[config.mk]
export PLATFORM = sky130hd
export DESIGN_NAME = smc_mac_top
export DESIGN_NICKNAME = d
export VERILOG_FILES = /design/src/source/smc_mac_pkg.sv /design/src/source/smc_access_sequencer.sv /design/src/source/smc_read_assembler.sv /design/src/source/smc_mac_top.sv
export SDC_FILE = /design/constraint.sdc
export NUM_CORES = 1
export LEC_CHECK = 0
export ABC_AREA = 1
export BUFFER_PORTS_ARGS = -buffer_cell sky130_fd_sc_hd__buf_2
export CORE_MARGIN = 3
export CORE_UTILIZATION = 40
export DETAILED_ROUTE_END_ITERATION = 10
export PLACE_DENSITY = 0.8
export SYNTH_ARGS = -nofsm -noshare
export SYNTH_HDL_FRONTEND = slang
export SYNTH_SLANG_ARGS = --single-unit
[constraint.sdc]
create_clock -name sys_clk20 -period 1.26 [get_ports sys_clk20]
set_input_delay 0.189 -clock sys_clk20 [delete_from_list [all_inputs] [get_ports sys_clk20]]
set_output_delay 0.189 -clock sys_clk20 [all_outputs]
set_load 0.005 [all_outputs]
[src/source/smc_mac_pkg.sv]
//--------------------------------------
// smc multiple access controller package
// transfer sizes, access counts, memory
// state codes and the shared bus word
// types for the 8-bit external bus
//--------------------------------------

package smc_mac_pkg;

  //--------------------------------------
  // widths
  //--------------------------------------

  localparam int BYTE_W = 8;   // external bus
  localparam int WORD_W = 32;  // internal bus word

  //--------------------------------------
  // transfer size codes
  //--------------------------------------

  typedef logic [1:0] xfer_size_t;

  localparam xfer_size_t XSIZ_8  = 2'd0;
  localparam xfer_size_t XSIZ_16 = 2'd1;
  localparam xfer_size_t XSIZ_32 = 2'd2;
  // code 3 unused, treated as a byte transfer

  //--------------------------------------
  // access counts
  //--------------------------------------

  // accesses still to come after the current one
  typedef logic [1:0] access_cnt_t;

  localparam access_cnt_t ACC_CNT_8  = 2'd0;  // one access
  localparam access_cnt_t ACC_CNT_16 = 2'd1;  // two accesses
  localparam access_cnt_t ACC_CNT_32 = 2'd3;  // four accesses

  // one-hot memory fsm state
  typedef logic [4:0] smc_state_t;

  localparam smc_state_t SMC_IDLE  = 5'b00001;
  localparam smc_state_t SMC_LE    = 5'b00010;  // latch enable
  localparam smc_state_t SMC_RW    = 5'b00100;  // read/write access
  localparam smc_state_t SMC_STORE = 5'b01000;  // wait on next transfer
  localparam smc_state_t SMC_FLOAT = 5'b10000;  // bus turnaround

  //--------------------------------------
  // bus word views
  //--------------------------------------

  typedef struct packed {
    logic [WORD_W/2-1:0] hi;
    logic [WORD_W/2-1:0] lo;
  } word_halves_t;

  // byte lanes while assembling, halves for 16-bit replication
  typedef union packed {
    logic [3:0][BYTE_W-1:0] bytes;
    word_halves_t           halves;
  } bus_word_u;

  // sequencer to read assembler
  typedef struct packed {
    xfer_size_t  size;   // registered transfer size
    access_cnt_t count;  // same as r_num_access
  } mac_access_t;

endpackage

[src/source/smc_access_sequencer.sv]
//--------------------------------------
// smc access sequencer
// stores the transfer size, counts down
// the byte accesses of one transfer and
// steers the write byte to the 8-bit bus
//--------------------------------------

module smc_access_sequencer (
  input  logic                              sys_clk20,
  input  logic                              n_sys_reset20,   // active low
  input  logic                              valid_access,    // address cycle pulse
  input  smc_mac_pkg::xfer_size_t           xfer_size,       // valid with valid_access
  input  logic                              smc_done,        // end of one access
  input  smc_mac_pkg::smc_state_t           smc_nextstate,
  input  logic [smc_mac_pkg::WORD_W-1:0]    write_data,      // held by internal bus
  output smc_mac_pkg::mac_access_t          access,
  output logic                              mac_done,
  output smc_mac_pkg::xfer_size_t           v_xfer_size,
  output logic [smc_mac_pkg::WORD_W-1:0]    smc_data
);

  import smc_mac_pkg::*;

  xfer_size_t  r_xfer_size;      // size of transfer in progress
  access_cnt_t num_accesses;     // load value from incoming size
  access_cnt_t r_num_access;     // accesses left after this one
  logic        continue_access;  // fsm goes on to another access

  //--------------------------------------
  // transfer size
  //--------------------------------------

  always_ff @(posedge sys_clk20 or negedge n_sys_reset20)
  begin
    if (!n_sys_reset20)
      r_xfer_size <= XSIZ_8;
    else if (valid_access)
      r_xfer_size <= xfer_size;
  end

  // live size in the address cycle, stored size after
  assign v_xfer_size = valid_access ? xfer_size : r_xfer_size;

  //--------------------------------------
  // access count
  //--------------------------------------

  always_comb
  begin
    case (xfer_size)
      XSIZ_16: num_accesses = ACC_CNT_16;
      XSIZ_32: num_accesses = ACC_CNT_32;
      default: num_accesses = ACC_CNT_8;   // byte and spare code
    endcase
  end

  // store or idle next means the transfer is over or stalled
  assign continue_access = smc_done &&
                           (smc_nextstate != SMC_STORE) &&
                           (smc_nextstate != SMC_IDLE);

  always_ff @(posedge sys_clk20 or negedge n_sys_reset20)
  begin
    if (!n_sys_reset20)
      r_num_access <= '0;
    else if (valid_access)
      r_num_access <= num_accesses;
    else if (continue_access)
      r_num_access <= r_num_access - 2'd1;
  end

  // last access of the transfer
  assign mac_done = (r_num_access == '0);

  assign access.size  = r_xfer_size;
  assign access.count = r_num_access;

  //--------------------------------------
  // write byte steering
  //--------------------------------------

  // most significant byte goes out first, count 3 -> byte 3
  always_comb
  begin
    smc_data = '0;   // upper lanes stay zero
    case (r_num_access)
      2'd3: smc_data[BYTE_W-1:0] = write_data[4*BYTE_W-1:3*BYTE_W];
      2'd2: smc_data[BYTE_W-1:0] = write_data[3*BYTE_W-1:2*BYTE_W];
      2'd1: smc_data[BYTE_W-1:0] = write_data[2*BYTE_W-1:BYTE_W];
      default: smc_data[BYTE_W-1:0] = write_data[BYTE_W-1:0];
    endcase
  end

endmodule

[src/source/smc_read_assembler.sv]
//--------------------------------------
// smc read assembler
// builds the read word from external
// bytes, msb first, and replicates
// narrow reads over the internal bus
//--------------------------------------

module smc_read_assembler (
  input  logic                              sys_clk20,
  input  logic                              n_sys_reset20,  // active low
  input  smc_mac_pkg::mac_access_t          access,         // size and count
  input  logic                              latch_data,     // read byte valid
  input  logic [smc_mac_pkg::WORD_W-1:0]    data_smc,       // low lane only
  output logic [smc_mac_pkg::WORD_W-1:0]    read_data
);

  import smc_mac_pkg::*;

  bus_word_u         r_read_word;  // partly built word
  bus_word_u         cur_word;     // held word with live byte merged
  bus_word_u         rd_word;      // replicated by size
  logic [BYTE_W-1:0] live_byte;

  assign live_byte = data_smc[BYTE_W-1:0];

  //--------------------------------------
  // assembly
  //--------------------------------------

  // each access fills the next lower lane and clears below it
  always_ff @(posedge sys_clk20 or negedge n_sys_reset20)
  begin
    if (!n_sys_reset20)
    begin
      r_read_word <= '0;
    end
    else if (latch_data)
    begin
      case (access.count)
        2'd3:
        begin
          r_read_word.bytes[3]   <= live_byte;
          r_read_word.bytes[2:0] <= '0;
        end
        2'd2:
        begin
          r_read_word.bytes[2]   <= live_byte;
          r_read_word.bytes[1:0] <= '0;
        end
        2'd1:
        begin
          r_read_word.bytes[1] <= live_byte;
          r_read_word.bytes[0] <= '0;
        end
        default:
        begin
          r_read_word.bytes[0] <= live_byte;   // last byte, upper lanes kept
        end
      endcase
    end
  end

  //--------------------------------------
  // read data to internal bus
  //--------------------------------------

  // live byte bypasses the register in the latch cycle
  always_comb
  begin
    cur_word = r_read_word;
    if (latch_data)
      cur_word.bytes[0] = live_byte;
  end

  always_comb
  begin
    rd_word = cur_word;
    case (access.size)
      XSIZ_32:
      begin
        rd_word = cur_word;   // full word as built
      end
      XSIZ_16:
      begin
        rd_word.halves.hi = cur_word.halves.lo;   // half in both positions
        rd_word.halves.lo = cur_word.halves.lo;
      end
      default:
      begin
        // byte in all four lanes
        for (int i = 0; i < 4; i++)
          rd_word.bytes[i] = cur_word.bytes[0];
      end
    endcase
  end

  assign read_data = rd_word;

endmodule

[src/source/smc_mac_top.sv]
//--------------------------------------
// smc multiple access controller
// serves one 8/16/32-bit transfer with
// one, two or four 8-bit accesses
//--------------------------------------

module smc_mac_top (
  input  logic                              sys_clk20,
  input  logic                              n_sys_reset20,  // active low
  input  logic                              valid_access,   // new transfer
  input  smc_mac_pkg::xfer_size_t           xfer_size,
  input  logic                              smc_done,       // access finished
  input  smc_mac_pkg::smc_state_t           smc_nextstate,
  input  logic                              latch_data,     // read byte valid
  input  logic [smc_mac_pkg::WORD_W-1:0]    data_smc,       // external read data
  input  logic [smc_mac_pkg::WORD_W-1:0]    write_data,     // internal write word
  output smc_mac_pkg::access_cnt_t          r_num_access,
  output logic                              mac_done,       // last access
  output smc_mac_pkg::xfer_size_t           v_xfer_size,
  output logic [smc_mac_pkg::WORD_W-1:0]    read_data,      // to internal bus
  output logic [smc_mac_pkg::WORD_W-1:0]    smc_data        // to external bus
);

  import smc_mac_pkg::*;

  mac_access_t access;   // size and count to the read path

  smc_access_sequencer u_sequencer (
    .sys_clk20     (sys_clk20),
    .n_sys_reset20 (n_sys_reset20),
    .valid_access  (valid_access),
    .xfer_size     (xfer_size),
    .smc_done      (smc_done),
    .smc_nextstate (smc_nextstate),
    .write_data    (write_data),
    .access        (access),
    .mac_done      (mac_done),
    .v_xfer_size   (v_xfer_size),
    .smc_data      (smc_data)
  );

  smc_read_assembler u_assembler (
    .sys_clk20     (sys_clk20),
    .n_sys_reset20 (n_sys_reset20),
    .access        (access),
    .latch_data    (latch_data),
    .data_smc      (data_smc),
    .read_data     (read_data)
  );

  assign r_num_access = access.count;   // counter seen by the fsm

endmodule

* After elaboration in Yosys (flattened, before gate mapping)
Cells that the tools add are included.
** Cells by class
- $add $sub $neg :: 1
- Eq/ne operators :: 9
- Mux-type cells :: 10
- Reduce and logical (&&, ||, !) cells :: 11
** Operators with widths (count)
- case mux 32 bit (2 select lines) :: 1
- case mux 8 bit (2 select lines) :: 2
- case mux 8 bit (3 select lines) :: 1
- 2-to-1 mux 8 bit :: 2
- equality test 2 bit, second input constant :: 4
- equality test 2 x 1 -> 1 bit, second input constant :: 3
- 2-to-1 mux 2 bit :: 3
- AND reduction 2 bit :: 3
- nonzero test 2 bit :: 3
- != test 5 x 1 -> 1 bit, second input constant :: 1
- != test 5 x 4 -> 1 bit, second input constant :: 1
- case mux 2 bit (2 select lines) :: 1
- OR reduction 3 bit :: 1
- logical AND 1 bit :: 2
- logical NOT 2 bit :: 1
- OR reduction 2 bit :: 1
- subtractor 2 x 1 -> 2 bit, second input constant :: 1
** Storage, ports and cells
- Flip-flop bits (word level) :: 36
- Input port bits :: 76
- Output and inout port bits :: 69
- Logic and storage cells :: 37

* Depth between registers and ports, before layout
Gate-level depths: netlist (run 1).
- Depth after elaboration :: 5
- Gate-level depth with buffers :: 8
- Mapped depth without buffers :: 8

* Modules after synthesis
From an unflattened synthesis (run 1), not the netlist that was laid out.
** Unflattened totals
- Cell total of the unflattened synthesis :: 386
- Area, all modules :: 2533.7 um^2
** Modules (own cells, without submodules)
- smc_read_assembler :: times used 1, cells an instance 276, area an instance 1849.3 um^2, sequential area each 800.8 um^2
- smc_access_sequencer :: times used 1, cells an instance 110, area an instance 684.4 um^2, sequential area each 100.1 um^2

* Worst setup path after synthesis (run 1)
OpenSTA, ideal clock, no wires.
- Path kind :: reg-to-reg
- From :: register u_sequencer.r_num_access[0]
- To :: register u_assembler.r_read_word[24] (netlist name)
- Setup time :: 125 ps
- Data arrival time :: 1263 ps
- Required time :: 1135 ps
- Path slack :: -127 ps
- Cell stages (with the launch flop) :: 5
- Path buffers :: 1
- Clock period less this slack :: 1387 ps
- Cell sequence :: dfrtp_1 -> ha_1 -> buf_4 -> nand2_2 -> mux2_2
** On the way
- Word-level cells in the longest chain between the ends :: 2
** RTL lines
- start: declaration :: line smc_access_sequencer.sv:26 : access_cnt_t r_num_access;
- start signal: assignment :: line smc_access_sequencer.sv:67 : r_num_access <= num_accesses;
- start signal: assignment :: line smc_access_sequencer.sv:69 : r_num_access <= r_num_access - 2'd1;
- equality test 2 bit :: line smc_read_assembler.sv:39 : case (access.count)
- AND reduction 2 bit (no line)
- end: declaration :: line smc_read_assembler.sv:19 : bus_word_u r_read_word;
No other way between the ends.
A chain may end at the register's enable or synchronous reset.

* Worst setup path after layout (run 1)
- From :: register u_sequencer.r_xfer_size[0]
- To :: output read_data[12] (netlist name)
** On the way
- Word-level cells in the longest chain between the ends :: 2
- Elaborated cells on any way between the ends :: 3
- Classes of those cells :: eq/ne (2); mux (1)
** RTL lines
- start: declaration :: line smc_access_sequencer.sv:24 : xfer_size_t r_xfer_size;
- start signal: assignment :: line smc_access_sequencer.sv:38 : r_xfer_size <= xfer_size;
- equality test 2 x 1 -> 1 bit / equality test 2 bit (equally long branches) :: line smc_read_assembler.sv:78 : case (access.size)
- case mux 32 bit (2 select lines) (*) :: line smc_read_assembler.sv:78
- end: declaration :: line smc_mac_top.sv:20 : output logic [smc_mac_pkg::WORD_W-1:0] read_data,
Every way passes the cells marked *; elsewhere a longest branch is shown, timed or not.

==> summary.txt, run 1 <==
Setup path
  • Crit. End Element: output port
  • Top Family by Delay on Critical Path: buffers and inverters
  • Crit start category: flip-flop
  • Buf/Inv on CP: 3
  • Max stage delay on crit path: 0.42 ns
  • Crit-path max FO: 8
  • CP required: 1.07 ns
  • Crit-path cells: inv_2 -> ha_4 -> clkbuf_16 -> o31ai_2 -> buf_2
  • Worst path depth: 5
  • Setup CP Type: reg -> out
  • Worst path arrival time: 1.69 ns
  • Worst path slowest cell: dfrtp_1
  • R2r worst-path depth: 9

Placement
  • Inst Count DP: 485
  • Count of input and output buffers: 96
  • RePlAce Congestion: 0.878
  • Post-DP HPWL: 5570 µm
  • Placed cell areas: 0.00322 mm²

Synthesis
  • Xor and xnor area share after synthesis: 0
  • Mean Syn Cell Area: 8.06 µm²
  • Multiplexer area fraction after synthesis: 0.0369
  • Synthesized flop and latch total: 36
  • Cell count after synthesis: 303
  • Yosys synthesis warning count: 0
  • Adder-cell share of the synthesized area: 0.0410
  • Synth Area in Simple Gates: 0.145
  • Main combinational cell family by area after synthesis: compound AO/OA/AOI/OAI gates
  • Sequential-to-total area share from yosys stat: 0.369
  • Mapped cell area: 0.00244 mm²
  • Cell taking the most area after synthesis: dfrtp_1
  • Top cell type's share of synthesized area: 0.369
  • Netlist cell types: 25
  • Synth Area in Compound Gates: 0.210
  • Ranking of synthesized cells by area: dfrtp_1 (37%), buf_4 (11%), nand2_1 (7.4%)

Floorplanning
  • Die X: 84.1 µm
  • Die area: 0.00708 mm²
  • Initial Util: 0.428
  • Die H: 84.1 µm
  • Ports: 145
  • Core area: 0.00571 mm²
  • Rows: 27

Global route
  • Largest net degree at the start of global routing: 22
  • Vias in the first global route: 2561
  • First-pass GRT wire length: 12500 µm
  • GRT Total Usage: 0.219
  • Grt total ovfl: 0
  • Initial antenna violation count: 0

STA
  • Final Hold Vio Count: 0
  • Post-route minimum period: 1.88 ns
  • Max frequency: 0.532 GHz
  • Total negative setup slack: -25.38 ns
  • RSZ-0062 raised after global routing: true
  • Setup clock skew after layout: 0.00742 ns
  • Final setup viols: 66
  • Final Worst Setup Slack: -0.618 ns
  • Period utilization: 1.49
  • Pins over their slew limit: 0

Detailed routing
  • DRC errors left: 0
  • DRT antenna net count: 0
  • Detailed Route WL: 9920 µm
  • Vias: 2811
  • DR iter-0 viols: 154
  • Routed len/inst: 19.1 µm
  • Drt pass-1 iters: 5
  • Vias per std cell: 5.43

Layout
  • Post-route cell area: 0.00424 mm²
  • Fin nets: 529
  • Share of layout cells above drive strength 1: 0.599
  • Area grow syn2layout: 73.6%
  • Antenna Diode Count: 0
  • Non-Filler Instances: 518

Clock tree
  • TritonCTS buffer count: 5
  • CTS sink cnt: 36
  • Worst skew pair latency: 0.30 ns
  • CTS H-tree lvls: 2
  • Bufs on Longest Clock Path: 2
  • Clk slew on worst S/H paths: 0.07 ns
  • CTS tree: yes
  • CTS Root Cell: clkbuf_8

Hold path
  • Hold depth: 2
  • Hold WC Path Type: in -> reg

Run
  • Max Cap Viol: 0

Outcome
  • Status: complete, but fails checks
  • Failing checks: negative setup slack

Power and ir drop
  • Power Density: 1390 mW/mm²
  • Leak Pwr: 2.04 nW
  • Peak VDD IR: 0.000892 V
[final timing paths]
kind / startpoint / endpoint / slack, ns
worst min register to register: u_assembler.r_read_word[18] / u_assembler.r_read_word[18] / 0.53
worst max-delay path: u_sequencer.r_xfer_size[0] / read_data[12] / -0.62
max in group asynchronous: n_sys_reset20 / u_sequencer.r_num_access[0] / 0.45
worst max register to register: u_sequencer.r_num_access[0] / u_assembler.r_read_word[21] / -0.41
min in group asynchronous: n_sys_reset20 / u_assembler.r_read_word[21] / 0.34
worst min-delay path: data_smc[4] / u_assembler.r_read_word[28] / 0.14
[stage by stage]
step	hold WS, ns	total power [mW]	worst slack, ns	util
4_1_cts	0.132	5.03	-0.491	0.639
6_report	0.144	5.87	-0.618	0.742
2_1_floorplan	-0.107	2.83	-0.0103	-
3_5_place_dp	0.138	3.64	-0.219	0.564
3_3_place_gp	0.131	3.55	-0.205	0.564
5_1_grt	0.136	6.14	-0.641	0.742
[registers in the layout, indices dropped and copies added (netlist names)]
register and count:
u_assembler.r_read_word 32, u_sequencer.r_num_access 2, u_sequencer.r_xfer_size 2
[cells in the mapped netlist, drive strengths merged]
cell type and count:
inv 35, clkbuf 2, o31ai 5, a31oi 8, dfrtp 36, ha 8
clkinv 2, conb 1, a21oi 8, nand2 53, nand3 20, o22ai 21
mux2 8, buf 44, nor2 11, o21ai 38, o211ai 3
[final cells by class]
cell class | count | area, µm²
multi-input cells | 207 | 1680
fillers | 379 | 1470
repair buffers | 158 | 1300
flip-flops and latches | 36 | 902
inverters | 37 | 156
well taps | 72 | 90.1
clock buffers | 5 | 68.8
clock inverters | 3 | 42.5
[what timing repair did]
item,4_1_cts,5_1_grt
hold buffers,1,0
setup endpoints to repair,64,73
setup buffers,10,21
resized for setup,66,98
gates cloned,0,1
pin swaps,12,25
endpoints found under the hold margin,15,0
[cells in the final DEF, fill, tap and decap left out, types with 9 or more instances in the layout]
master,n
nand2_2,9
o21ai_4,10
buf_2,89
nand2_1,38
o21ai_1,12
inv_2,12
conb_1,24
buf_4,20
buf_6,30
buf_12,15
inv_1,21
dfrtp_1,35
o22ai_1,13
o21ai_2,12
nand3_1,12
[power breakdown]
group	switching (mW)	internal, mW	total [mW]
combinational	1.53	1.59	3.12
clock	0.457	0.586	1.04
sequential	0.215	1.50	1.71
[kinds of logic after synthesis]
kind of cell / count (synthesis)
compound gates: 83
fa+ha+maj: 8
buf+inv: 83
flops: 36
mux: 8
other cells: 1
simple gates: 84
[layer usage]
metal	vias up	wire, µm	global-route usage
met5	-	0	0
met4	0	306	0.0599
met3	28	661	0.0494
met2	158	5210	0.390
met1	1366	3740	0.264
li1	1259	-	-
Note: power is estimated with default switching activity, not from simulation.
==> inputs of run 2 (changes only) <==
--- a/config.mk
+++ b/config.mk
@@ -10,7 +10,7 @@
 export CORE_MARGIN = 3
 export CORE_UTILIZATION = 40
 export DETAILED_ROUTE_END_ITERATION = 10
-export PLACE_DENSITY = 0.8
+export PLACE_DENSITY = 0.78
 export SYNTH_ARGS = -nofsm -noshare
 export SYNTH_HDL_FRONTEND = slang
 export SYNTH_SLANG_ARGS = --single-unit
==> run 2 against run 1 <==
Net effect:
- the run still ends with negative setup slack left
- register-to-register slack about the same
- critical path depth up 1
- critical path type unchanged
- via count down 7.2%
- sequential cell count unchanged
- combinational power shrank 16%
- global-route usage is 0.88 points lower
- cell area fell by 9.9%
- setup slack improved by 0.15 ns
- utilization decreased by 7.4 points
==> summary.txt, run 2 (synthesized netlist as in run 1, its figures left out) <==
STA
  • Total negative setup slack: -19.08 ns
  • Hold_ws: 0.140 ns
  • Final Hold Vio Count: 0
  • Setup clock skew after layout: 0.00414 ns
  • Final setup viols: 61
  • Max frequency: 0.577 GHz
  • RSZ-0062 raised after global routing: true
  • Pins over their slew limit: 0
  • Period utilization: 1.38
  • Post-route minimum period: 1.73 ns
  • Final Worst Setup Slack: -0.473 ns

Placement
  • Count of input and output buffers: 96
  • Inst Count DP: 485
  • Placement Setup Slack: -0.217 ns
  • RePlAce Congestion: 0.838
  • Post-DP HPWL: 5590 µm
  • Placed cell areas: 0.00320 mm²

Power and ir drop
  • Combinational Power Share: 0.491
  • Switching share of total power: 0.361
  • Internal power: 3.39 mW
  • Clock power frac: 0.192
  • Psw: 1.92 mW
  • Power, Total: 5.31 mW
  • Power Density: 1390 mW/mm²
  • Leak Pwr: 1.88 nW
  • Register share of total power: 0.317
  • Peak VDD IR: 0.000759 V

Setup path
  • R2r worst-path depth: 10
  • CP most frequent cell: nand3_1
  • Setup crit start: u_sequencer.r_xfer_size[1]
  • Setup CP Type: reg -> out
  • Crit-path max FO: 9
  • CP endpoint: read_data[27]
  • Reg2reg start: u_sequencer.r_num_access[0]
  • Buf/Inv on CP: 3
  • Top Family by Delay on Critical Path: flip-flops
  • Reg2reg end: u_assembler.r_read_word[13]
  • Worst path arrival time: 1.54 ns
  • Worst path depth: 6
  • Crit start category: flip-flop
  • Max stage delay on crit path: 0.42 ns
  • Register-to-register setup slack: -0.41 ns
  • Crit. End Element: output port
  • CP required: 1.07 ns
  • Crit-path cells: ha_4 -> inv_8 -> buf_12 -> nand3_1 -> nand3_1 -> buf_2
  • Worst path slowest cell: dfrtp_1

Layout
  • Post-route cell area: 0.00382 mm²
  • Area grow syn2layout: 56.4%
  • Share of layout cells above drive strength 1: 0.539
  • Most flops, register: u_assembler.r_read_word
  • Antenna Diode Count: 0
  • Finished Core Util: 0.669
  • Max FFs per register: 32
  • Most frequent cells in the layout: buf_2 (92), nand2_1 (40), dfrtp_1 (35), inv_1 (29), conb_1 (24)
  • Non-Filler Instances: 506
  • Fin nets: 517
  • Commonest non-fill, non-tap cell in the layout: buf_2
  • Largest registers: u_assembler.r_read_word: 32 flops, u_sequencer.r_num_access: 2 flops, u_sequencer.r_xfer_size: 2 flops

Detailed routing
  • Vias per std cell: 5.15
  • DR iter-0 viols: 177
  • Routed len/inst: 15.7 µm
  • Detailed Route WL: 7930 µm
  • Drt pass-1 iters: 4
  • DRC errors left: 0
  • DRT antenna net count: 0
  • Vias: 2608

Floorplanning
  • Die area: 0.00708 mm²
  • Initial Util: 0.428
  • Ports: 145
  • Die X: 84.1 µm
  • Die H: 84.1 µm
  • Core area: 0.00571 mm²
  • Rows: 27

Clock tree
  • Worst skew pair latency: 0.29 ns
  • CTS Root Cell: clkbuf_8
  • Bufs on Longest Clock Path: 2
  • Clk slew on worst S/H paths: 0.08 ns
  • TritonCTS buffer count: 5
  • CTS sink cnt: 36
  • CTS H-tree lvls: 2
  • CTS tree: yes

Global route
  • Initial antenna violation count: 0
  • Grt total ovfl: 0
  • GRT Total Usage: 0.210
  • First-pass GRT wire length: 12200 µm
  • Vias in the first global route: 2659
  • Largest net degree at the start of global routing: 20

Outcome
  • Status: complete, but fails checks
  • Failing checks: negative setup slack

Run
  • Max Cap Viol: 0

Hold path
  • Hold WC Path Type: in -> reg
## run 2: what timing repair did
item,4_1_cts,5_1_grt
setup endpoints to repair,68,65
hold buffers,1,0
endpoints found under the hold margin,18,0
resized for setup,75,39
buffers inserted,10,5
gates cloned,2,0
pin swaps,14,7
## run 2: final cells by class
type | count | area (µm²)
Sequential cell | 36 | 902
Tap cell | 72 | 90.1
Inverter | 37 | 156
Timing Repair inverter | 1 | 8.76
Clock inverter | 2 | 35.0
Timing Repair Buffer | 144 | 1020
Fill cell | 446 | 1890
Clock buffer | 6 | 72.6
Multi-Input combinational cell | 208 | 1530
## run 2: routing by layer
| layer | vias up | routed length [µm] | GRT usage |
|---|---|---|---|
| li1 | 1234 | - | - |
| met3 | 10 | 583 | 0.0484 |
| met2 | 119 | 4290 | 0.383 |
| met1 | 1245 | 2980 | 0.238 |
| met4 | 0 | 78 | 0.0746 |
| met5 | - | 0 | 0 |
## run 2: worst min path at each step
stage          depth (start not counted)                           to  slack, ns     startpoint
6_report                               2  u_assembler.r_read_word[25]       0.14    data_smc[1]
5_1_grt                                2  u_assembler.r_read_word[25]       0.16    data_smc[1]
2_1_floorplan                          0   u_assembler.r_read_word[0]      -0.11  n_sys_reset20
3_3_place_gp                           1  u_assembler.r_read_word[21]       0.16  n_sys_reset20
4_1_cts                                2  u_assembler.r_read_word[25]       0.14    data_smc[1]
3_5_place_dp                           1  u_assembler.r_read_word[21]       0.16  n_sys_reset20
## run 2: power by group through the flow
stage	logic (mW)	clock network, mW	registers [mW]
final	2.61	1.02	1.68
after global routing	2.83	1.06	1.72
after CTS	2.37	1.02	1.66
after detailed placement	1.96	0	1.67
after global placement	1.91	0	1.65
after floorplan	1.21	0	1.62
==> inputs of run 3 (changes only) <==
--- a/config.mk
+++ b/config.mk
@@ -5,12 +5,12 @@
 export SDC_FILE = /design/constraint.sdc
 export NUM_CORES = 1
 export LEC_CHECK = 0
-export ABC_AREA = 1
 export BUFFER_PORTS_ARGS = -buffer_cell sky130_fd_sc_hd__buf_2
+export CORE_ASPECT_RATIO = 0.6
 export CORE_MARGIN = 3
 export CORE_UTILIZATION = 40
 export DETAILED_ROUTE_END_ITERATION = 10
-export PLACE_DENSITY = 0.78
+export PLACE_DENSITY = 0.77
 export SYNTH_ARGS = -nofsm -noshare
 export SYNTH_HDL_FRONTEND = slang
 export SYNTH_SLANG_ARGS = --single-unit
==> run 3 against run 2 <==
Net effect:
- the run still ends with negative setup slack left
- sequential share of layout area up 0.072 points
- cell area down 0.16%
- setup slack worse by 0.18 ns
- via count down 6.0%
- largest power group unchanged
==> summary.txt, run 3 <==
Outcome
  • Status: complete, but fails checks
  • Failing checks: negative setup slack

Synthesis
  • Top cell type's share of synthesized area: 0.354
  • Asr flop ratio synth: 1.00
  • Synthesized flop and latch total: 36
  • EDFF count, synth: 0
  • Netlist cell types: 33
  • Most numerous cell in the Yosys netlist: nand2_1
  • Main synth FF type: dfrtp_1
  • Sequential-to-total area share from yosys stat: 0.354
  • Mapped cell area: 0.00254 mm²
  • Cell taking the most area after synthesis: dfrtp_1
  • Mean Syn Cell Area: 8.89 µm²
  • Cell count after synthesis: 286
  • Synth top cells by count: nand2_1 (74), buf_4 (37), dfrtp_1 (36)
  • Yosys synthesis warning count: 0
  • Ranking of synthesized cells by area: dfrtp_1 (35%), buf_4 (11%), nand2_1 (11%)

STA
  • Post-route minimum period: 1.91 ns
  • Final Worst Setup Slack: -0.648 ns
  • Pins over their slew limit: 0
  • RSZ-0062 raised after global routing: true
  • Total negative setup slack: -24.17 ns
  • Hold_ws: 0.182 ns
  • Max frequency: 0.524 GHz
  • Final setup viols: 75
  • Final Hold Vio Count: 0
  • Period utilization: 1.51
  • Setup clock skew after layout: 0.00371 ns

Detailed routing
  • Vias: 2451
  • DRC errors left: 0
  • Detailed Route WL: 7670 µm
  • DR iter-0 viols: 203
  • DRT antenna net count: 0
  • Routed len/inst: 15.6 µm
  • Drt pass-1 iters: 4
  • Vias per std cell: 4.99

Clock tree
  • Bufs on Longest Clock Path: 2
  • CTS sink cnt: 36
  • Worst skew pair latency: 0.28 ns
  • Clk slew on worst S/H paths: 0.07 ns
  • CTS Root Cell: clkbuf_8
  • TritonCTS buffer count: 5
  • CTS H-tree lvls: 2
  • CTS tree: yes

Layout
  • Share of layout cells above drive strength 1: 0.564
  • Area grow syn2layout: 49.8%
  • Largest registers: u_assembler.r_read_word: 32 flops, u_sequencer.r_num_access: 2 flops, u_sequencer.r_xfer_size: 2 flops
  • Commonest non-fill, non-tap cell in the layout: buf_2
  • Finished Core Util: 0.650
  • Max FFs per register: 32
  • Most flops, register: u_assembler.r_read_word
  • Most frequent cells in the layout: buf_2 (87), nand2_1 (44), dfrtp_1 (34), nand2_2 (28), buf_6 (28)
  • Layout fillers: 480
  • Fin nets: 494
  • Antenna Diode Count: 0
  • Non-Filler Instances: 491
  • Post-route cell area: 0.00381 mm²

Floorplanning
  • Ports: 145
  • Die H: 67.8 µm
  • Initial Util: 0.434
  • Core area: 0.00586 mm²
  • Die X: 109 µm
  • Rows: 21
  • Die area: 0.00738 mm²

Hold path
  • Hold WC Path Type: in -> reg

Placement
  • RePlAce Congestion: 0.816
  • Count of input and output buffers: 96
  • Placed cell areas: 0.00316 mm²
  • Inst Count DP: 464
  • Post-DP HPWL: 5520 µm
  • Placement Setup Slack: -0.598 ns

Setup path
  • Worst path arrival time: 1.72 ns
  • CP required: 1.07 ns
  • Setup CP Type: reg -> out
  • Top Family by Delay on Critical Path: flip-flops
  • Worst path slowest cell: dfrtp_1
  • Crit-path cells: inv_2 -> ha_4 -> buf_4 -> nor2b_4 -> a22oi_2 -> nand2_1 -> buf_2
  • Buf/Inv on CP: 3
  • Max stage delay on crit path: 0.39 ns
  • Crit-path max FO: 8
  • Register-to-register setup slack: -0.36 ns
  • Crit start category: flip-flop
  • Crit. End Element: output port

Global route
  • First-pass GRT wire length: 11800 µm
  • GRT Total Usage: 0.211
  • Grt total ovfl: 0
  • Initial antenna violation count: 0
  • Vias in the first global route: 2338
  • Largest net degree at the start of global routing: 23

Power and ir drop
  • Leak Pwr: 2.02 nW
  • Peak VDD IR: 0.000476 V
  • Power Density: 1160 mW/mm²
  • Power, Total: 4.43 mW

Run
  • Max Cap Viol: 0
[run 3: changes by cell type after synthesis, sizes merged, moves of 8 or more]
| cell | previous run | this run |
|---|---|---|
| mux2 | 8 | 16 |
| o22ai | 21 | 0 |
| nor2 | 11 | 0 |
| a31oi | 8 | 0 |
| a22oi | 0 | 8 |
| nand2 | 53 | 75 |
| mux2i | 0 | 8 |
| inv | 35 | 22 |
| o21ai | 38 | 27 |
| a21oi | 8 | 0 |
| nand3 | 20 | 1 |
| a22o | 0 | 9 |
| a222oi | 0 | 8 |
[run 3: cell families after synthesis]
kind of cell	Yosys count	synth area share
simple gates	86	0.145
buf+inv	73	0.183
compound gates	57	0.159
flops	36	0.354
mux	24	0.114
fa+ha+maj	8	0.0394
other cells	1	0.00147
xor+xnor	1	0.00344
[run 3: power breakdown]
| part | switching, mW | total (mW) | internal (mW) |
|---|---|---|---|
| Clock | 0.379 | 0.878 | 0.498 |
| Combinational | 0.844 | 1.92 | 1.08 |
| Sequential | 0.232 | 1.63 | 1.40 |
| Total | 1.46 | 4.43 | 2.97 |
[run 3: path summary, 6_finish.rpt]
check	to	cells after the start	startpoint
max	read_data[27]	7	u_sequencer.r_xfer_size[0]
min	u_assembler.r_read_word[11]	3	data_smc[3]
max reg2reg	u_assembler.r_read_word[10]	9	u_sequencer.r_num_access[0]
min reg2reg	u_assembler.r_read_word[22]	1	u_assembler.r_read_word[22]
max in group asynchronous	u_assembler.r_read_word[24]	3	n_sys_reset20
min in group asynchronous	u_assembler.r_read_word[4]	2	n_sys_reset20
[run 3: layout make-up]
type                    instances  area, µm²  share of cell area
inverters                      22       82.6              0.0217
clock buffers                   8        100              0.0263
repair buffers                144       1040               0.273
multi-input cells             201       1580               0.416
flip-flops and latches         36        903               0.237
well taps                      80        100              0.0263
[run 3: tightest hold or removal path: cells and delay by family]
family	cells	cell delay (ns)
buffers and inverters	1	0.13
AND/OR/NAND/NOR	1	0.06
AO/OA/AOI/OAI	1	0.05
[run 3: per-layer routing]
| layer | global-route usage | vias to the layer above | share of wire |
|---|---|---|---|
| met5 | 0 | - | 0 |
| met1 | 0.282 | 1152 | 0.43 |
| met2 | 0.336 | 131 | 0.47 |
| li1 | - | 1153 | - |
| met4 | 0.0677 | 0 | 0.014 |
| met3 | 0.0544 | 15 | 0.095 |
[run 3: what timing repair did]
item	in CTS	in global routing
resized for setup	75	51
gates cloned	1	0
pin swaps	9	22
hold buffers	1	0
endpoints found under the hold margin	13	0
endpoints found under the setup margin	76	76
buffers inserted	8	12
